## src/hw/rapid_cfg.svh

```systemverilog
`ifndef RAPID_CFG_SVH
`define RAPID_CFG_SVH

// Datapath and address width
`define RAPID_XLEN 32

// First fetch address out of reset
`define RAPID_RESET_PC 32'h0000_0000

// Instruction buffer entries as a power of two
`define RAPID_IBUF_DEPTH 4

// Longest wait for an instruction memory ack in cycles
`define RAPID_ACK_TIMEOUT 16

`endif

```

## src/hw/isa_pkg.sv

```systemverilog
`include "rapid_cfg.svh"

package isa_pkg;

    // Plain vectors with a meaning
    typedef logic [`RAPID_XLEN-1:0] xlen_t;
    typedef logic [31:0]            instr_t;
    typedef logic [4:0]             reg_idx_t;
    typedef logic [2:0]             funct3_t;
    typedef logic [6:0]             opcode_t;

    // Major opcodes of the supported families
    typedef enum opcode_t {
        OP_LUI    = 7'b0110111,
        OP_AUIPC  = 7'b0010111,
        OP_JAL    = 7'b1101111,
        OP_JALR   = 7'b1100111,
        OP_BRANCH = 7'b1100011,
        OP_LOAD   = 7'b0000011,
        OP_STORE  = 7'b0100011,
        OP_IMM    = 7'b0010011,
        OP_REG    = 7'b0110011
    } opcode_e;

    //////////////////////////////////////////////////
    // Field extraction
    //////////////////////////////////////////////////

    function automatic opcode_t f_opcode(input instr_t instr);
        return instr[6:0];
    endfunction

    function automatic reg_idx_t f_rd(input instr_t instr);
        return instr[11:7];
    endfunction

    function automatic funct3_t f_funct3(input instr_t instr);
        return instr[14:12];
    endfunction

    function automatic reg_idx_t f_rs1(input instr_t instr);
        return instr[19:15];
    endfunction

    function automatic reg_idx_t f_rs2(input instr_t instr);
        return instr[24:20];
    endfunction

endpackage

```

## src/hw/pipe_pkg.sv

```systemverilog
`include "rapid_cfg.svh"

package pipe_pkg;

    // One-hot select of the execution block
    typedef logic [5:0] block_sel_t;

    // Bit positions inside block_sel_t
    localparam int BLK_UPPER   = 0;
    localparam int BLK_UNCOND  = 1;
    localparam int BLK_COND    = 2;
    localparam int BLK_MEM     = 3;
    localparam int BLK_ALU_IMM = 4;
    localparam int BLK_ALU_REG = 5;

    // Buffer slot index that wraps on its own
    typedef logic [$clog2(`RAPID_IBUF_DEPTH)-1:0] ibuf_ptr_t;

    // Fetch request tracking
    typedef enum logic [1:0] {
        F_REQ,
        F_WAIT,
        F_DROP
    } fetch_state_e;

endpackage

```

## src/hw/decoder_logic.sv

```systemverilog
`timescale 1ns/1ps

module decoder_logic
(
    input  isa_pkg::instr_t      i_instruction,
    output pipe_pkg::block_sel_t o_block_sel,
    output logic                 o_iop,
    output isa_pkg::reg_idx_t    o_rs1,
    output isa_pkg::reg_idx_t    o_rs2,
    output isa_pkg::reg_idx_t    o_rd,
    output logic                 o_rs1_used,
    output logic                 o_rs2_used,
    output isa_pkg::funct3_t     o_fcs_opcode,
    output isa_pkg::xlen_t       o_imm,
    output logic                 o_illegal
);

    import isa_pkg::*;
    import pipe_pkg::*;

    xlen_t imm_i;
    xlen_t imm_s;
    xlen_t imm_b;
    xlen_t imm_u;
    xlen_t imm_j;

    //////////////////////////////////////////////////
    // Sign-extended immediate formats
    //////////////////////////////////////////////////

    assign imm_i = xlen_t'($signed(i_instruction[31:20]));
    assign imm_s = xlen_t'($signed({i_instruction[31:25], i_instruction[11:7]}));
    assign imm_b = xlen_t'($signed({i_instruction[31], i_instruction[7],
                                    i_instruction[30:25], i_instruction[11:8], 1'b0}));
    assign imm_u = xlen_t'($signed({i_instruction[31:12], 12'b0}));
    assign imm_j = xlen_t'($signed({i_instruction[31], i_instruction[19:12],
                                    i_instruction[20], i_instruction[30:21], 1'b0}));

    always_comb
    begin
        o_block_sel  = '0;
        o_iop        = 1'b0;
        o_rs1        = '0;
        o_rs2        = '0;
        o_rd         = '0;
        o_rs1_used   = 1'b0;
        o_rs2_used   = 1'b0;
        o_imm        = '0;
        o_illegal    = 1'b0;
        // Operation inside the block uses one field for all
        o_fcs_opcode = f_funct3(i_instruction);

        case (f_opcode(i_instruction))
            OP_LUI, OP_AUIPC:
            begin
                o_block_sel[BLK_UPPER] = 1'b1;
                // High for LUI, low for AUIPC
                o_iop = i_instruction[5];
                o_rd  = f_rd(i_instruction);
                o_imm = imm_u;
            end
            OP_JAL:
            begin
                o_block_sel[BLK_UNCOND] = 1'b1;
                // Separates JAL from JALR
                o_iop = i_instruction[3];
                o_rd  = f_rd(i_instruction);
                o_imm = imm_j;
            end
            OP_JALR:
            begin
                o_block_sel[BLK_UNCOND] = 1'b1;
                o_iop      = i_instruction[3];
                o_rd       = f_rd(i_instruction);
                // Target base comes from rs1
                o_rs1      = f_rs1(i_instruction);
                o_rs1_used = 1'b1;
                o_imm      = imm_i;
            end
            OP_BRANCH:
            begin
                o_block_sel[BLK_COND] = 1'b1;
                o_rs1      = f_rs1(i_instruction);
                o_rs1_used = 1'b1;
                o_rs2      = f_rs2(i_instruction);
                o_rs2_used = 1'b1;
                o_imm      = imm_b;
            end
            OP_LOAD:
            begin
                // Load is the non-inverted memory op
                o_block_sel[BLK_MEM] = 1'b1;
                o_rs1      = f_rs1(i_instruction);
                o_rs1_used = 1'b1;
                o_rd       = f_rd(i_instruction);
                o_imm      = imm_i;
            end
            OP_STORE:
            begin
                o_block_sel[BLK_MEM] = 1'b1;
                o_iop      = i_instruction[5];
                o_rs1      = f_rs1(i_instruction);
                o_rs1_used = 1'b1;
                o_rs2      = f_rs2(i_instruction);
                o_rs2_used = 1'b1;
                o_imm      = imm_s;
            end
            OP_IMM:
            begin
                o_block_sel[BLK_ALU_IMM] = 1'b1;
                // SRAI against SRLI
                o_iop      = i_instruction[30];
                o_rs1      = f_rs1(i_instruction);
                o_rs1_used = 1'b1;
                o_rd       = f_rd(i_instruction);
                o_imm      = imm_i;
            end
            OP_REG:
            begin
                o_block_sel[BLK_ALU_REG] = 1'b1;
                // SUB and SRA
                o_iop      = i_instruction[30];
                o_rs1      = f_rs1(i_instruction);
                o_rs1_used = 1'b1;
                o_rs2      = f_rs2(i_instruction);
                o_rs2_used = 1'b1;
                o_rd       = f_rd(i_instruction);
            end
            default:
                o_illegal = 1'b1;
        endcase
    end

endmodule

```

## src/hw/fetch_unit.sv

```systemverilog
`timescale 1ns/1ps
`include "rapid_cfg.svh"

module fetch_unit
(
    input  logic            i_clk,
    input  logic            i_rst,
    input  logic            i_imem_ack,
    input  isa_pkg::instr_t i_imem_rdata,
    input  logic            i_buf_full,
    input  logic            i_redirect,
    input  isa_pkg::xlen_t  i_redirect_pc,
    output logic            o_imem_req,
    output isa_pkg::xlen_t  o_imem_addr,
    output logic            o_buf_wr,
    output isa_pkg::xlen_t  o_buf_wr_pc,
    output isa_pkg::instr_t o_buf_wr_instr
);

    import isa_pkg::*;
    import pipe_pkg::*;

    fetch_state_e state;
    fetch_state_e state_next;
    xlen_t        pc_q;
    xlen_t        pc_next;
    xlen_t        addr_q;
    logic         accept;
    logic         slot_free;
    logic         launch;

    // Ack of a live request not cancelled this cycle
    assign accept    = (state == F_WAIT) && i_imem_ack && !i_redirect;
    // Nothing outstanding after this edge
    assign slot_free = (state == F_REQ) || i_imem_ack;
    // Redirect flushes the buffer and frees room
    assign launch    = slot_free && (!i_buf_full || i_redirect);

    //////////////////////////////////////////////////
    // Next PC and state
    //////////////////////////////////////////////////

    always_comb
    begin
        if (i_redirect)
            pc_next = i_redirect_pc;
        else if (accept)
            pc_next = pc_q + xlen_t'(4);
        else
            pc_next = pc_q;
    end

    always_comb
    begin
        if (slot_free)
            state_next = launch ? F_WAIT : F_REQ;
        // Still waiting but the data is now stale
        else if (i_redirect)
            state_next = F_DROP;
        else
            state_next = state;
    end

    always_ff @(posedge i_clk)
    begin
        if (i_rst)
        begin
            state <= F_REQ;
            pc_q  <= `RAPID_RESET_PC;
        end
        else
        begin
            state <= state_next;
            pc_q  <= pc_next;
        end
    end

    // Address of the outstanding request
    always_ff @(posedge i_clk)
    begin
        if (launch)
            addr_q <= pc_next;
    end

    // Request level covers both waiting states
    assign o_imem_req     = (state != F_REQ);
    assign o_imem_addr    = addr_q;
    assign o_buf_wr       = accept;
    assign o_buf_wr_pc    = addr_q;
    assign o_buf_wr_instr = i_imem_rdata;

    //////////////////////////////////////////////////
    // Checks
    //////////////////////////////////////////////////

    // Request holds with a stable address until acked
    a_req_hold: assert property (@(posedge i_clk) disable iff (i_rst)
        o_imem_req && !i_imem_ack |=> o_imem_req && $stable(o_imem_addr))
        else $error("o_imem_addr moved while waiting: %h", o_imem_addr);

    // Memory answers in bounded time
    a_ack_timeout: assert property (@(posedge i_clk) disable iff (i_rst)
        o_imem_req |-> ##[0:`RAPID_ACK_TIMEOUT] i_imem_ack)
        else $error("i_imem_ack missing, o_imem_addr %h", o_imem_addr);

endmodule

```

## src/hw/instr_buffer.sv

```systemverilog
`timescale 1ns/1ps
`include "rapid_cfg.svh"

module instr_buffer
(
    input  logic            i_clk,
    input  logic            i_rst,
    input  logic            i_wr,
    input  isa_pkg::xlen_t  i_wr_pc,
    input  isa_pkg::instr_t i_wr_instr,
    input  logic            i_pop,
    input  logic            i_flush,
    output logic            o_empty,
    output logic            o_full,
    output isa_pkg::xlen_t  o_head_pc,
    output isa_pkg::instr_t o_head_instr
);

    import isa_pkg::*;
    import pipe_pkg::*;

    localparam int DEPTH = `RAPID_IBUF_DEPTH;

    // Occupancy needs one bit more than a pointer
    typedef logic [$bits(ibuf_ptr_t):0] count_t;

    // One slot stays reserved for the request in flight
    localparam count_t FULL_MARK = count_t'(DEPTH - 1);
    localparam count_t TRUE_FULL = count_t'(DEPTH);

    xlen_t     pc_mem    [DEPTH];
    instr_t    instr_mem [DEPTH];
    ibuf_ptr_t wr_ptr;
    ibuf_ptr_t rd_ptr;
    count_t    count;
    logic      do_wr;
    logic      do_pop;

    // Flush wins over both ends
    assign do_wr  = i_wr && !i_flush;
    assign do_pop = i_pop && !i_flush;

    always_ff @(posedge i_clk)
    begin
        if (do_wr)
        begin
            pc_mem[wr_ptr]    <= i_wr_pc;
            instr_mem[wr_ptr] <= i_wr_instr;
        end
    end

    always_ff @(posedge i_clk)
    begin
        if (i_rst || i_flush)
        begin
            wr_ptr <= '0;
            rd_ptr <= '0;
            count  <= '0;
        end
        else
        begin
            if (do_wr)
                wr_ptr <= wr_ptr + 1'b1;
            if (do_pop)
                rd_ptr <= rd_ptr + 1'b1;
            // Write and pop together leave the count alone
            case ({do_wr, do_pop})
                2'b10:   count <= count + 1'b1;
                2'b01:   count <= count - 1'b1;
                default: count <= count;
            endcase
        end
    end

    assign o_empty      = (count == '0);
    assign o_full       = (count >= FULL_MARK);
    assign o_head_pc    = pc_mem[rd_ptr];
    assign o_head_instr = instr_mem[rd_ptr];

    //////////////////////////////////////////////////
    // Checks
    //////////////////////////////////////////////////

    // Decode only pops a visible entry
    a_no_pop_empty: assert property (@(posedge i_clk) disable iff (i_rst)
        i_pop |-> !o_empty)
        else $error("i_pop with empty buffer, count %h", count);

    // Fetch must respect the reserved slot
    a_no_overflow: assert property (@(posedge i_clk) disable iff (i_rst)
        do_wr |-> count != TRUE_FULL)
        else $error("i_wr into full buffer, i_wr_pc %h", i_wr_pc);

endmodule

```

## src/hw/decode_stage.sv

```systemverilog
`timescale 1ns/1ps

module decode_stage
(
    input  logic                 i_clk,
    input  logic                 i_rst,
    input  logic                 i_buf_empty,
    input  isa_pkg::xlen_t       i_head_pc,
    input  isa_pkg::instr_t      i_head_instr,
    input  logic                 i_ex_stall,
    input  logic                 i_redirect,
    output logic                 o_pop,
    output logic                 o_dec_valid,
    output isa_pkg::xlen_t       o_dec_pc,
    output pipe_pkg::block_sel_t o_dec_block_sel,
    output logic                 o_dec_iop,
    output isa_pkg::reg_idx_t    o_dec_rs1,
    output isa_pkg::reg_idx_t    o_dec_rs2,
    output isa_pkg::reg_idx_t    o_dec_rd,
    output logic                 o_dec_rs1_used,
    output logic                 o_dec_rs2_used,
    output isa_pkg::funct3_t     o_dec_fcs_opcode,
    output isa_pkg::xlen_t       o_dec_imm,
    output logic                 o_dec_illegal
);

    import isa_pkg::*;
    import pipe_pkg::*;

    block_sel_t block_sel;
    logic       iop;
    reg_idx_t   rs1;
    reg_idx_t   rs2;
    reg_idx_t   rd;
    logic       rs1_used;
    logic       rs2_used;
    funct3_t    fcs_opcode;
    xlen_t      imm;
    logic       illegal;

    decoder_logic u_decoder
    (
        .i_instruction (i_head_instr),
        .o_block_sel   (block_sel),
        .o_iop         (iop),
        .o_rs1         (rs1),
        .o_rs2         (rs2),
        .o_rd          (rd),
        .o_rs1_used    (rs1_used),
        .o_rs2_used    (rs2_used),
        .o_fcs_opcode  (fcs_opcode),
        .o_imm         (imm),
        .o_illegal     (illegal)
    );

    // Head leaves when execution takes it and no redirect discards it
    assign o_pop = !i_buf_empty && !i_ex_stall && !i_redirect;

    always_ff @(posedge i_clk)
    begin
        if (i_rst || i_redirect)
            o_dec_valid <= 1'b0;
        else if (!i_ex_stall)
            o_dec_valid <= o_pop;
    end

    // Decoded payload loads only on pop
    always_ff @(posedge i_clk)
    begin
        if (o_pop)
        begin
            o_dec_pc         <= i_head_pc;
            o_dec_block_sel  <= block_sel;
            o_dec_iop        <= iop;
            o_dec_rs1        <= rs1;
            o_dec_rs2        <= rs2;
            o_dec_rd         <= rd;
            o_dec_rs1_used   <= rs1_used;
            o_dec_rs2_used   <= rs2_used;
            o_dec_fcs_opcode <= fcs_opcode;
            o_dec_imm        <= imm;
            o_dec_illegal    <= illegal;
        end
    end

    // Stalled output is frozen for execution
    a_stall_hold: assert property (@(posedge i_clk) disable iff (i_rst)
        o_dec_valid && i_ex_stall && !i_redirect |=>
            $stable({o_dec_valid, o_dec_pc, o_dec_block_sel, o_dec_iop, o_dec_rs1,
                     o_dec_rs2, o_dec_rd, o_dec_rs1_used, o_dec_rs2_used,
                     o_dec_fcs_opcode, o_dec_imm, o_dec_illegal}))
        else $error("decode output moved under stall, o_dec_pc %h", o_dec_pc);

endmodule

```

## src/hw/frontend_top.sv

```systemverilog
`timescale 1ns/1ps

module frontend_top
(
    input  logic                 i_clk,
    input  logic                 i_rst,
    output logic                 o_imem_req,
    output isa_pkg::xlen_t       o_imem_addr,
    input  logic                 i_imem_ack,
    input  isa_pkg::instr_t      i_imem_rdata,
    input  logic                 i_ex_stall,
    input  logic                 i_redirect,
    input  isa_pkg::xlen_t       i_redirect_pc,
    output logic                 o_dec_valid,
    output isa_pkg::xlen_t       o_dec_pc,
    output pipe_pkg::block_sel_t o_dec_block_sel,
    output logic                 o_dec_iop,
    output isa_pkg::reg_idx_t    o_dec_rs1,
    output isa_pkg::reg_idx_t    o_dec_rs2,
    output isa_pkg::reg_idx_t    o_dec_rd,
    output logic                 o_dec_rs1_used,
    output logic                 o_dec_rs2_used,
    output isa_pkg::funct3_t     o_dec_fcs_opcode,
    output isa_pkg::xlen_t       o_dec_imm,
    output logic                 o_dec_illegal
);

    import isa_pkg::*;

    logic   buf_wr;
    xlen_t  buf_wr_pc;
    instr_t buf_wr_instr;
    logic   buf_full;
    logic   buf_empty;
    logic   buf_pop;
    xlen_t  head_pc;
    instr_t head_instr;

    //////////////////////////////////////////////////
    // Fetch, buffer, decode
    //////////////////////////////////////////////////

    fetch_unit u_fetch
    (
        .i_clk          (i_clk),
        .i_rst          (i_rst),
        .i_imem_ack     (i_imem_ack),
        .i_imem_rdata   (i_imem_rdata),
        .i_buf_full     (buf_full),
        .i_redirect     (i_redirect),
        .i_redirect_pc  (i_redirect_pc),
        .o_imem_req     (o_imem_req),
        .o_imem_addr    (o_imem_addr),
        .o_buf_wr       (buf_wr),
        .o_buf_wr_pc    (buf_wr_pc),
        .o_buf_wr_instr (buf_wr_instr)
    );

    // Redirect empties the queue
    instr_buffer u_ibuf
    (
        .i_clk        (i_clk),
        .i_rst        (i_rst),
        .i_wr         (buf_wr),
        .i_wr_pc      (buf_wr_pc),
        .i_wr_instr   (buf_wr_instr),
        .i_pop        (buf_pop),
        .i_flush      (i_redirect),
        .o_empty      (buf_empty),
        .o_full       (buf_full),
        .o_head_pc    (head_pc),
        .o_head_instr (head_instr)
    );

    decode_stage u_decode
    (
        .i_clk            (i_clk),
        .i_rst            (i_rst),
        .i_buf_empty      (buf_empty),
        .i_head_pc        (head_pc),
        .i_head_instr     (head_instr),
        .i_ex_stall       (i_ex_stall),
        .i_redirect       (i_redirect),
        .o_pop            (buf_pop),
        .o_dec_valid      (o_dec_valid),
        .o_dec_pc         (o_dec_pc),
        .o_dec_block_sel  (o_dec_block_sel),
        .o_dec_iop        (o_dec_iop),
        .o_dec_rs1        (o_dec_rs1),
        .o_dec_rs2        (o_dec_rs2),
        .o_dec_rd         (o_dec_rd),
        .o_dec_rs1_used   (o_dec_rs1_used),
        .o_dec_rs2_used   (o_dec_rs2_used),
        .o_dec_fcs_opcode (o_dec_fcs_opcode),
        .o_dec_imm        (o_dec_imm),
        .o_dec_illegal    (o_dec_illegal)
    );

endmodule

```

## config.mk

```make
export PLATFORM = sky130hd
export DESIGN_NAME = frontend_top
export DESIGN_NICKNAME = d
export VERILOG_FILES = /design/src/hw/isa_pkg.sv /design/src/hw/pipe_pkg.sv /design/src/hw/decoder_logic.sv /design/src/hw/fetch_unit.sv /design/src/hw/instr_buffer.sv /design/src/hw/decode_stage.sv /design/src/hw/frontend_top.sv
export VERILOG_INCLUDE_DIRS = /design/src /design/src/hw
export SDC_FILE = /design/constraint.sdc
export NUM_CORES = 1
export LEC_CHECK = 0
export BUFFER_PORTS_ARGS = -buffer_cell sky130_fd_sc_hd__buf_2
export CAP_MARGIN = 20
export CORE_ASPECT_RATIO = 1.75
export CORE_MARGIN = 2
export CORE_UTILIZATION = 55
export CTS_CLUSTER_SIZE = 28
export DETAILED_ROUTE_END_ITERATION = 10
export HOLD_SLACK_MARGIN = 0.08
export PLACE_DENSITY = 0.75
export SLEW_MARGIN = 20
export SYNTH_ARGS = -nofsm -noshare
export SYNTH_HDL_FRONTEND = slang
export SYNTH_HIERARCHICAL = 1
export SYNTH_SLANG_ARGS = --single-unit
```

## constraint.sdc

```tcl
create_clock -name i_clk -period 12.3 [get_ports i_clk]
set_clock_uncertainty 0.2 [all_clocks]
set_input_delay 1.23 -clock i_clk [delete_from_list [all_inputs] [get_ports i_clk]]
set_output_delay 1.23 -clock i_clk [all_outputs]
set_load 0.02 [all_outputs]
```

* Word level (Yosys, flattened, before mapping)
Memory sizes are Yosys's and may differ from the RTL's. A register that Yosys moved wholly into a read port is not among the register bits.
Cells that the tools add are included.
** Word-level totals
- Register bits after elaboration :: 134
- Memory bits (writable) :: 256
- Bits of input ports :: 69
- Memories kept :: 2
** Memory list
- u_ibuf.instr_mem :: words 4, width 32, rd ports 1, clocked after Yosys merged registers in 1, wr ports 1, line instr_buffer.sv:32 : instr_t instr_mem [DEPTH];
- u_ibuf.pc_mem :: words 4, width 32, rd ports 1, clocked after Yosys merged registers in 1, wr ports 1, line instr_buffer.sv:31 : xlen_t pc_mem [DEPTH];
** Cells by class
- $add $sub $neg :: 5
- $lt $le $gt $ge :: 1
- Equal/unequal tests :: 12
- Mux-type cells :: 21
- Reduce and logical (&&, ||, !) cells :: 29
** Operator list (count)
- $pmux W32 S5 :: 1
- $mux W32 :: 2
- $add A32 B3 Y32 const B :: 1
- $eq A7 B6 Y1 const B :: 3
- $eq A7 B7 Y1 const B :: 3
- $eq A7 B5 Y1 const B :: 2
- $mux W1 :: 12
- $reduce_or A3 Y1 :: 3
- $reduce_or A9 Y1 :: 1
- $mux W2 :: 4
- $reduce_or A2 Y1 :: 4
- $eq A7 B2 Y1 const B :: 1
- $logic_and A1 B1 Y1 :: 7
- $reduce_or A7 Y1 :: 1
- $pmux W3 S2 :: 1
- $reduce_bool A2 Y1 :: 3
- $reduce_or A6 Y1 :: 1
- $add A2 B1 Y2 const B :: 2
- $eq A2 B1 Y1 const B :: 2
- $logic_not A1 Y1 :: 4
- $add A3 B1 Y3 const B :: 1
- $ge A3 B2 Y1 const B :: 1
- $logic_not A3 Y1 :: 1
- $logic_or A1 B1 Y1 :: 3
- other kinds (4) :: 4

* Longest topological paths before layout
Gate-level depths: netlist (run 1).
- Depth in word-level cells :: 7
- Gate-level depth with buffers :: 11
- Gate-level depth less buffers :: 10

* Cells and area by module
Netlist (run 1), hierarchy kept.
** Modules (own cells, without submodules)
- instr_buffer :: instances 1, cells each 384, area each 9764.4 µm²
- fetch_unit :: instances 1, cells each 401, area each 3812.4 µm²
- decode_stage :: instances 1, cells each 97, area each 2810.2 µm²
- decoder_logic :: instances 1, cells each 106, area each 845.8 µm²

* Worst setup path before layout (run 1)
OpenSTA, ideal clock, no wires.
- Kind :: input port to flip-flop
- From :: in i_ex_stall
- To :: reg u_ibuf.count[2]
- Data arrival time :: 9.448 ns
- Data required time :: 12.030 ns
- Path slack :: 2.582 ns
- Cell stages on the path :: 8
- Cell sequence :: nor3_1 nor2b_1 ha_1 inv_1 fa_1 xor2_1 or3_1 a21oi_1
** Between the ends
- Word-level cells in the longest chain between the ends :: 6
** RTL lines
- start, declared :: line frontend_top.sv:11 : input logic i_ex_stall,
- $logic_not A1 Y1 * :: line decode_stage.sv:57 : assign o_pop = !i_buf_empty && !i_ex_stall && !i_redirect;
- $logic_and A1 B1 Y1 * (2 in a row) :: line decode_stage.sv:57
- $logic_and A1 B1 Y1 * :: line instr_buffer.sv:41 : assign do_pop = i_pop && !i_flush;
- net u_ibuf.do_pop :: line instr_buffer.sv:37 : logic do_pop;
- $eq A2 B1 Y1 or $eq A2 B2 Y1 (tied branches) :: line instr_buffer.sv:67 : case ({do_wr, do_pop})
- $pmux W3 S2 or $reduce_bool A2 Y1 (tied branches)
- end signal, assigned :: line instr_buffer.sv:68 : 2'b10: count <= count + 1'b1;
- end signal, assigned :: line instr_buffer.sv:69 : 2'b01: count <= count - 1'b1;
- end signal, assigned :: line instr_buffer.sv:70 : default: count <= count;
- end, declared :: line instr_buffer.sv:35 : count_t count;
The timed path passes the listed nets; every way through them passes the cells marked *.
A chain may end at the register's enable or synchronous reset.

* Worst setup path in the final report (run 1)
- From :: in i_redirect
- To :: reg u_fetch.pc_q[13]
** Between the ends
- Word-level cells in the longest chain between the ends :: 4
** RTL lines
- start, declared :: line frontend_top.sv:12 : input logic i_redirect,
- $logic_not A1 Y1 :: line fetch_unit.sv:33 : assign accept = (state == F_WAIT) && i_imem_ack && !i_redirect;
- $logic_and A1 B1 Y1 :: line fetch_unit.sv:33
- net buf_wr :: line frontend_top.sv:30 : logic buf_wr;
- $mux W32 :: line fetch_unit.sv:47 : else if (accept)
- $mux W32 :: line fetch_unit.sv:45 : if (i_redirect)
- end signal, assigned :: line fetch_unit.sv:69 : pc_q <= `RAPID_RESET_PC;
- end signal, assigned :: line fetch_unit.sv:74 : pc_q <= pc_next;
- end, declared :: line fetch_unit.sv:25 : xlen_t pc_q;
The timed path passes the listed nets, and every way through them passes these cells.

==> results.md, run 1 <==
* Status: complete, no violations
* CTS tree: built
* RePlAce Congestion at 0.9125
* Largest cells by area after synthesis: edfxtp_1 (66%), mux4_2 (7.8%), dfxtp_1 (5.1%)
* Total of max-cap violations at 0
* Clk slew on worst S/H paths at 0.07 ns
* Peak VDD IR at 0.0001174 V
* Final Cycle Share at 35.06%
* Post-Synthesis Net Count at 1064
* Commonest non-fill, non-tap cell in the layout: edfxtp_1
* Mapped Avg Cell Area at 17.44 um2
* Async SR Flop Fraction at 0%
* Vias in the first global route at 8982
* Commonest non-fill, non-tap cells in the layout: edfxtp_1 (380), buf_2 (194), mux4_2 (60)
* # resized after CTS at 0
* # setup viols final at 0
* CORE AREA at 30840 um2
* Seq cells post-synth at 424
* Cells after Synth at 988
* CTS Root Cell: clkbuf_16
* Final cell utilization of the core at 62.35%
* Die width at 137.8 um
* Combinational Power Share at 3.6%
* Die height at 238.2 um
* Worst EP arrival at 4.53 ns
* Synth-to-layout area growth at 11.59%
* Row count at 85
* Vias/cell at 5.875
* # port buffers at 194
* Relative slew margins at 32.46%
* H-tree depth at 2
* Setup slack at placement at 7.562 ns
* Cell area after layout at 19230 um2
* Crit path kind: in2reg
* Reg power frac at 56.2%
* Initial drt markers at 732
* Post-DP HPWL at 21370 um
* Layout cell share with drive strength beyond 1 at 31.53%
* Part of the power in the clock network at 40.2%
* Fin Setup TNS at 0 ns
* Fmax at 0.2319 GHz
* Switching power at 0.5957 mW
* # IOs at 195
* Pint at 2.308 mW
* DRC viols at 0
* CP Capture Type: flop
* Syn Std Cell Area at 17230 um2
* Least-Margin Pin Slew at 1.013 ns
* Starting Density at 55.87%
* Final ANT Viol Nets at 0
* Initial antenna violation count at 1
* Final WS setup at 7.988 ns
* Dominant cell type by area after synthesis: edfxtp_1
* EDFF count, synth at 380
* Crit Path Max Fanout at 54
* Pre-antenna DRT Iters at 5
* Vias at 9047
* First-pass GRT wire length at 50360 um
* Placed inst area at 17980 um2
* Unrepaired setup endpoints after global routing: false
* Top cell type's share of synthesized area at 66.22%
* CTS Buf Count at 37
* Synth unique cells at 86
* Sink Count at 424
* Worst skew pair latency at 0.53 ns
* GRT Util Overall at 20.51%
* Leakage at 6.345 nW
* Clk buf depth at 3
* WL/cell at 21.40 um
* Cts hold-fix bufs at 0
* Max Slew Vio Count at 0
* Critical Path Start Type: input pin
* WL final at 32950 um
* YS warnings at 6
* Setup Buffers After CTS at 0
* Min cycle time layout at 4.312 ns
* Sw Share at 20.51%
* Hold violation count in the final report at 0
* Post-synth top flop: edfxtp_1
* Seq/Total Area, Yosys at 71.33%
* Req. time, crit path at 12.52 ns
* Cell Pwr Density at 151.0 nW/um2
* Final #Nets at 1195
* Pin count of the biggest net entering global routing at 73
* Hold crit path type: reg2reg
* GRT overflow at 0
* Die ar. at 32820 um2
logic make-up after synthesis:
group           synth area share, %
xor+xnor                     0.7116
buf+inv                       5.032
flops                         71.33
simple gates                  8.277
compound gates                5.279
fa+ha+maj                    0.5518
mux                           8.822
per-layer routing:
| layer | GRT usage, % | wire length [um] |
|---|---|---|
| met5 | 0 | 0 |
| met2 | 37.87 | 18180 |
| met1 | 24.14 | 12030 |
| met3 | 3.123 | 1795 |
| met4 | 6.772 | 948 |
metrics by stage:
step / instances / hold slack [ns] / total power, mW
final: 1540 / 0.2747 / 2.904
after global routing: 1540 / 0.3099 / 2.996
after CTS: 1539 / 0.2767 / 2.931
after detailed placement: 1471 / 0.2660 / 1.767
after global placement: 1470 / 0.2599 / 1.761
after floorplan: 988 / 0.2713 / 1.738
final timing paths:
path / start / to / slack [ns] / depth (start not counted)
worst max register to register: u_fetch/state[0] / u_fetch/pc_q[13] / 8.91 / 5
worst min-delay path: u_decode/o_dec_valid / u_decode/o_dec_valid / 0.27 / 2
worst max-delay path: i_redirect / u_fetch/pc_q[13] / 7.99 / 6
worst min register to register: u_decode/o_dec_valid / u_decode/o_dec_valid / 0.27 / 2
Yosys cell counts (3+ instances only):
master     number
a211oi_1       10
a21o_1          9
a21oi_1        16
a22o_1          4
a22oi_1         5
a311oi_1        7
a31oi_1        15
and2_1         16
and3_1          6
and4_1          4
buf_1           4
buf_12          6
buf_2          10
buf_4          69
buf_6           5
clkbuf_1       13
dfxtp_1        44
edfxtp_1      380
ha_1            6
inv_1          12
mux2_2          3
mux2i_1         3
mux4_1          4
mux4_2         60
nand2_1        24
nand2b_1        3
nand3_1        23
nand4_1        13
nand4b_1        5
nor2_1         41
nor2b_1        21
nor3_1         14
nor3b_1         9
nor4_1         11
o21ai_0        13
o2bb2ai_1      11
o31a_1          3
o31ai_1         7
or2_2           3
or3_1           5
or4_4           5
xnor2_1         7
xor2_1          7
worst max-delay path, cell delays in order:
cell       delay (ns)
buf_2            0.40
nand4bb_1        0.76
inv_6            0.25
nand4_1          0.77
or4_4            0.82
a311oi_1         0.29
layout make-up:
| class | instances | area, um2 |
|---|---|---|
| sequential | 424 | 12300 |
| fill | 2220 | 11610 |
| clock buffer | 44 | 994.7 |
| tap | 391 | 489.2 |
| inverter | 13 | 53.80 |
| multi-input combinational | 443 | 4109 |
| timing repair buffer | 200 | 1036 |
| clock inverter | 24 | 245.2 |
| antenna | 1 | 2.502 |
sequential cells by signal, indices dropped and copies added (netlist names), named ones only:
signal / flops
u_decode/o_dec_block_sel: 6
u_decode/o_dec_fcs_opcode: 3
u_decode/o_dec_illegal: 1
u_decode/o_dec_imm: 32
u_decode/o_dec_iop: 1
u_decode/o_dec_pc: 32
u_decode/o_dec_rd: 5
u_decode/o_dec_rs1: 5
u_decode/o_dec_rs1_used: 1
u_decode/o_dec_rs2: 5
u_decode/o_dec_rs2_used: 1
u_decode/o_dec_valid: 1
u_fetch/o_buf_wr_pc: 32
u_fetch/pc_q: 32
u_fetch/state: 2
u_ibuf/count: 3
u_ibuf/instr_mem: 128
u_ibuf/pc_mem: 128
u_ibuf/rd_ptr: 2
u_ibuf/wr_ptr: 2
power by group through the flow:
stage,clock [mW],sequential [mW],combinational (mW)
2_1_floorplan,0,1.65,0.0869
3_3_place_gp,0,1.66,0.0996
3_5_place_dp,0,1.66,0.104
4_1_cts,1.20,1.63,0.104
5_1_grt,1.25,1.63,0.113
6_report,1.17,1.63,0.104
Power figures use the tool's default switching activity.
==> inputs of run 2 (changes only) <==
--- a/config.mk
+++ b/config.mk
@@ -10,7 +10,7 @@
 export CAP_MARGIN = 20
 export CORE_ASPECT_RATIO = 1.75
 export CORE_MARGIN = 2
-export CORE_UTILIZATION = 55
+export CORE_UTILIZATION = 53
 export CTS_CLUSTER_SIZE = 28
 export DETAILED_ROUTE_END_ITERATION = 10
 export HOLD_SLACK_MARGIN = 0.08
==> constraint.sdc (replaced) <==
create_clock -name i_clk -period 3.5 [get_ports i_clk]
set_clock_uncertainty 0.2 [all_clocks]
set_input_delay 0.35 -clock i_clk [delete_from_list [all_inputs] [get_ports i_clk]]
set_output_delay 0.35 -clock i_clk [all_outputs]
set_load 0.02 [all_outputs]
==> run 2 against run 1 <==
Sequential power grew to 3.5 times the previous value; first-iteration DRC count shrank 21%; largest cell class unchanged; register-to-register slack worse by 8.2 ns.
==> results.md, run 2 (synthesis results as in run 1) <==
* Final Cycle Share at 80.13%
* Worst EP arrival at 3.00 ns (-1.53 ns)
* Req. time, crit path at 3.69 ns (-8.83 ns)
* Min cycle time layout at 2.804 ns
* Setup Buffers After CTS at 0 (unchanged)
* # IOs at 195 (unchanged)
* Ant diodes at 0 (-1)
* Die ar. at 34030 um2 (+3.7%)
* WL final at 34500 um (+4.7%)
* RePlAce Congestion at 0.8999 (-1.4%)
* Final ANT Viol Nets at 0 (unchanged)
* GRT Util Overall at 20.22% (-0.29 points)
* CTS Root Cell: clkbuf_16
* # port buffers at 194 (unchanged)
* Cts hold-fix bufs at 67 (+67)
* CTS Buf Count at 38 (+2.7%)
* CORE AREA at 32110 um2 (+4.1%)
* GRT overflow at 0 (unchanged)
* Commonest non-fill, non-tap cell in the layout: edfxtp_1
* Starting Density at 53.66% (-2.2 points)
* Placed inst area at 18170 um2 (+1.0%)
* Hold crit path type: in2reg
* Critical Path Start Type: flop
* Fmax at 0.3566 GHz
* Layout Cells excl Fill at 1630 (+5.8%)
* First-pass GRT wire length at 52940 um (+5.1%)
* Layout cell share with drive strength beyond 1 at 31.06% (-0.48 points)
* Die height at 242.5 um (+1.8%)
* Setup slack at placement at 0.7227 ns (-6.839 ns)
* Fin Setup TNS at 0 ns (unchanged)
* CTS tree: built
* Vias at 9430 (+4.2%)
* Cell Pwr Density at 511.3 nW/um2 (+240%)
* Overall Power at 10.26 mW (+250%)
* CP Capture Type: flop
* Crit path kind: reg2reg
* Max Slew Vio Count at 0 (unchanged)
* Synth-to-layout area growth at 16.47%
* WL/cell at 21.16 um (-1.1%)
* Final WS setup at 0.6956 ns (-7.292 ns)
* Peak VDD IR at 0.0004249 V (+260%)
* # setup viols final at 0 (unchanged)
* Status: complete, no violations
* Hold violation count in the final report at 0 (unchanged)
* # resized after CTS at 0 (unchanged)
* Sink Count at 424 (unchanged)
* Leakage at 6.705 nW (+5.7%)
* Initial drt markers at 578 (-21%)
* Vias in the first global route at 9543 (+6.2%)
* Crit Path Max Fanout at 25 (-54%)
* DRC viols at 0 (unchanged)
* Worst skew pair latency at 0.53 ns (about the same)
* Die width at 140.3 um (+1.8%)
* Initial antenna violation count at 0 (-1)
* Pre-antenna DRT Iters at 5 (unchanged)
* Placed insts at 1494 (+1.6%)
* Row count at 87 (+2.4%)
* Vias/cell at 5.785 (-1.5%)
* Clk slew on worst S/H paths at 0.06 ns (about the same)
* Commonest non-fill, non-tap cells in the layout: edfxtp_1 (380), buf_2 (194), dlygate4sd3_1 (67)
* Relative slew margins at 41.91% (+9.4 points)
* Unrepaired setup endpoints after global routing: false
* Total of max-cap violations at 0 (unchanged)
* Final #Nets at 1277 (+6.9%)
* Post-DP HPWL at 22380 um (+4.7%)
* Largest registers: u_ibuf/instr_mem: 128 flops, u_ibuf/pc_mem: 128 flops
* Pin count of the biggest net entering global routing at 65 (-11%)
* Least-Margin Pin Slew at 0.8714 ns (-0.1417 ns)
* H-tree depth at 2 (unchanged)
* Clk buf depth at 3 (unchanged)
* Cell area after layout at 20070 um2 (+4.4%)
run 2: cell count changes in the layout (fill, tap and decap cells not counted), moves of 2 or more:
cell           previous run  this run
buf_12                    0         5
buf_4                     5        15
clkbuf_1                  5         9
clkbuf_8                  0         4
clkinv_1                  6         4
dfxtp_1                  42        39
dfxtp_2                   0         2
dlygate4sd3_1             0        67
inv_6                     4         2
nor3_4                    0         2
run 2: layout make-up:
cell class | instances | area (um2)
Fill cell | 2311 | 12040
Multi-Input combinational cell | 443 | 4123
Timing Repair Buffer | 281 | 1854
Clock inverter | 17 | 170.2
Tap cell | 400 | 500.5
Inverter | 13 | 53.80
Clock buffer | 52 | 1065
Sequential cell | 424 | 12310
run 2: report_power, final:
| part | switching (mW) | internal (mW) | total, mW |
|---|---|---|---|
| sequential | 0.104 | 5.62 | 5.73 |
| clock | 1.74 | 2.36 | 4.10 |
| combinational | 0.254 | 0.185 | 0.439 |
run 2: metrics by stage:
stage                     hold slack [ns]  utilization, %
final                              0.1293           62.51
after global routing               0.1505           62.51
after CTS                          0.1039           62.51
after detailed placement           0.2662           56.57
after global placement             0.2587           56.57
after floorplan                    0.2146               -
run 2: per-layer routing:
layer  track usage (%)  share of wire (%)  wire length, um  vias up
li1                  -                  -                -     4300
met1             22.57                 36            12400     4730
met2             38.22                 55            18960      323
met3             2.846                5.0             1732       77
met4             8.348                4.1             1403        0
met5                 0                  0                0        -
run 2: critical path, cell delays in order, from the launching register on:
cell and delay (ns):
dfxtp_4 0.66, mux4_2 0.76, mux2_2 0.36, nor3_2 0.54, a21o_1 0.15
run 2: final timing paths:
kind                   startpoint                      to  slack [ns]  depth (start not counted)
max                          flop  u_decode/o_dec_imm[14]        0.70                          4
min                    i_redirect        u_fetch/state[0]        0.13                          3
max reg2reg                  flop  u_decode/o_dec_imm[14]        0.70                          4
min reg2reg  u_decode/o_dec_valid    u_decode/o_dec_valid        0.27                          2
==> inputs of run 3 (changes only) <==
--- a/config.mk
+++ b/config.mk
@@ -10,7 +10,7 @@
 export CAP_MARGIN = 20
 export CORE_ASPECT_RATIO = 1.75
 export CORE_MARGIN = 2
-export CORE_UTILIZATION = 53
+export CORE_UTILIZATION = 55
 export CTS_CLUSTER_SIZE = 28
 export DETAILED_ROUTE_END_ITERATION = 10
 export HOLD_SLACK_MARGIN = 0.08
==> constraint.sdc (replaced) <==
create_clock -name i_clk -period 2.9 [get_ports i_clk]
set_clock_uncertainty 0.2 [all_clocks]
set_input_delay 0.29 -clock i_clk [delete_from_list [all_inputs] [get_ports i_clk]]
set_output_delay 0.29 -clock i_clk [all_outputs]
set_load 0.02 [all_outputs]
==> run 3 against run 2 <==
Global-route usage up 1.2 points; wire length down 0.93%; final cell count up 0.12%; clock-buffer cell count down 4; sequential power up 21%; flip-flop and latch count unchanged; critical path depth up 8; first-iteration DRC count down 3.1%; combinational power up 23%; die area down 3.6%; critical path type is now in2reg; highest routed layer unchanged.
==> results.md, run 3 (synthesis results as in run 1) <==
* Commonest non-fill, non-tap cell in the layout: edfxtp_1
* Final ANT Viol Nets at 0 (unchanged)
* CORE AREA at 30840 um2 (-4.0%)
* Crit-path slowest cell: dlygate4sd3_1
* First-pass GRT wire length at 52340 um (-1.1%)
* Pint at 9.741 mW (+19%)
* Critical path cell sequence: dlygate4sd3_1, buf_2, nand4bb_1, inv_6, nor2b_1, inv_1, ha_2, inv_2, fa_2, xor2_1, or3_1, a21oi_1
* Final #Nets at 1291 (+1.1%)
* Commonest non-fill, non-tap cells in the layout: edfxtp_1 (380), buf_2 (194), dlygate4sd3_1 (70)
* Peak VDD IR at 0.0004518 V (+6.3%)
* Pre-antenna DRT Iters at 5 (unchanged)
* CP max stage delay at 0.54 ns (-0.22 ns)
* Crit Path Max Fanout at 9 (-64%)
* Req. time, crit path at 3.15 ns (-0.54 ns)
* CTS tree: built
* Post-DP HPWL at 23230 um (+3.8%)
* RePlAce Congestion at 0.9739 (+8.2%)
* Die height at 238.2 um (-1.8%)
* Reg power frac at 56.3% (+0.5 points)
* CTS Buf Count at 37 (-2.6%)
* Register-to-Register Path Depth at 4 (unchanged)
* Hold path cells at 2 (-1)
* # IOs at 195 (unchanged)
* Crit path kind: in2reg
* CTS Root Cell: clkbuf_16
* Cell Pwr Density at 607.4 nW/um2 (+19%)
* GRT Util Overall at 21.39% (+1.2 points)
* Least-Margin Pin Slew at 0.6678 ns (-0.2036 ns)
* GRT overflow at 0 (unchanged)
* Unrepaired setup endpoints after global routing: false
* Largest registers: u_ibuf/instr_mem: 128 flops, u_ibuf/pc_mem: 128 flops
* R2R Path End: u_decode/o_dec_imm[13]
* Synth-to-layout area growth at 17.21%
* Clk slew on worst S/H paths at 0.06 ns (about the same)
* Reg2Reg Setup Slack at 0.31 ns (-0.39 ns)
* Initial antenna violation count at 0 (unchanged)
* Starting Density at 55.87% (+2.2 points)
* Worst skew pair latency at 0.54 ns (about the same)
* Combinational Power Share at 4.4% (about the same)
* DRC viols at 0 (unchanged)
* Relative slew margins at 55.13% (+13 points)
* Row count at 85 (-2.3%)
* Critical Path Start Type: input pin
* Leakage at 6.767 nW (+0.93%)
* Hold violation count in the final report at 0 (unchanged)
* Cell area after layout at 20200 um2 (+0.64%)
* Vias in the first global route at 9560 (+0.18%)
* Vias/cell at 5.733 (-0.91%)
* Switching power at 2.529 mW (+21%)
* # port buffers at 194 (unchanged)
* Layout Cells excl Fill at 1632 (+0.12%)
* CP Capture Type: flop
* Hold crit path type: in2reg
* Fmax at 0.3813 GHz
* Hold Crit Endpoint: u_ibuf/instr_mem[2][26]
* CP startpoint: i_redirect
* Min cycle time layout at 2.622 ns
* Placed inst area at 18310 um2 (+0.78%)
* Initial drt markers at 560 (-3.1%)
* Worst EP arrival at 2.88 ns (-0.12 ns)
* Sw Share at 20.61% (+0.22 points)
* Layout cell share with drive strength beyond 1 at 31.67% (+0.61 points)
* Sink Count at 424 (unchanged)
* Placed insts at 1497 (+0.20%)
* Ant diodes at 0 (unchanged)
* Die width at 137.8 um (-1.8%)
* Final Cycle Share at 90.43%
* Status: complete, no violations
* Max Slew Vio Count at 0 (unchanged)
* WL/cell at 20.94 um (-1.1%)
* H-tree depth at 2 (unchanged)
* Total of max-cap violations at 0 (unchanged)
* Die ar. at 32820 um2 (-3.6%)
* WL final at 34170 um (-0.93%)
* Clk buf depth at 3 (unchanged)
* # setup viols final at 0 (unchanged)
* Min-delay src: i_imem_rdata[26]
* Pin count of the biggest net entering global routing at 95 (+46%)
* Vias at 9356 (-0.78%)
* Part of the power in the clock network at 39.3% (-0.6 points)
-- run 3: layout make-up --
class                           instances  area (um2)
Clock buffer                           48        1040
Clock inverter                         17       151.4
Fill cell                            2147       10640
Inverter                               13       53.80
Multi-Input combinational cell        443        4123
Sequential cell                       424       12310
Tap cell                              391       489.2
Timing Repair Buffer                  296        2037
-- run 3: worst max path at each step --
stage	endpoint	slack [ns]	cells after the start
finish	u_ibuf/count[2]	0.28	12
global route	u_ibuf/count[2]	0.13	12
CTS	u_decode/o_dec_imm[13]	0.31	4
detailed placement	u_ibuf/count[2]	0.28	11
global placement	u_decode/o_dec_imm[19]	0.39	4
floorplan	u_ibuf/count[2]	-1.43	9
-- run 3: power by group through the flow --
stage | clock network [mW] | registers [mW] | logic [mW]
after detailed placement | 0 | 7.04 | 0.467
after global routing | 5.16 | 6.92 | 0.587
final | 4.82 | 6.91 | 0.542
after CTS | 4.94 | 6.91 | 0.543
after global placement | 0 | 7.03 | 0.457
after floorplan | 0 | 7.00 | 0.370
-- run 3: stage by stage --
step	setup slack, ns	TNS [ns]	util, %	hold slack (ns)	total power [mW]
after floorplan	-1.435	-43.84	-	0.1546	7.368
after global placement	0.3927	0	59.36	0.2610	7.486
after detailed placement	0.2847	0	59.36	0.2664	7.506
after CTS	0.3137	0	65.49	0.2899	12.39
after global routing	0.1266	0	65.49	0.3164	12.66
final	0.2776	0	65.49	0.3215	12.27
-- run 3: timing repair --
item                                   4_1_cts  5_1_grt
resized for setup                            0        0
hold buffers                                70        0
endpoints found under the hold margin      194        0
buffers inserted                             0        0
-- run 3: critical path: cells and delay by family --
family,cells,cell delay (ns)
compound gates,1,0.14
buf+inv,5,1.03
fa+ha+maj,2,0.38
simple gates,3,0.95
xor+xnor,1,0.07
-- run 3: routing by layer --
layer / up-vias / routed length (um) / GRT usage, %
li1: 4336 / - / -
met1: 4663 / 12370 / 24.02
met2: 280 / 19000 / 39.91
met3: 77 / 1516 / 3.208
met4: 0 / 1281 / 8.658
met5: - / 0 / 0
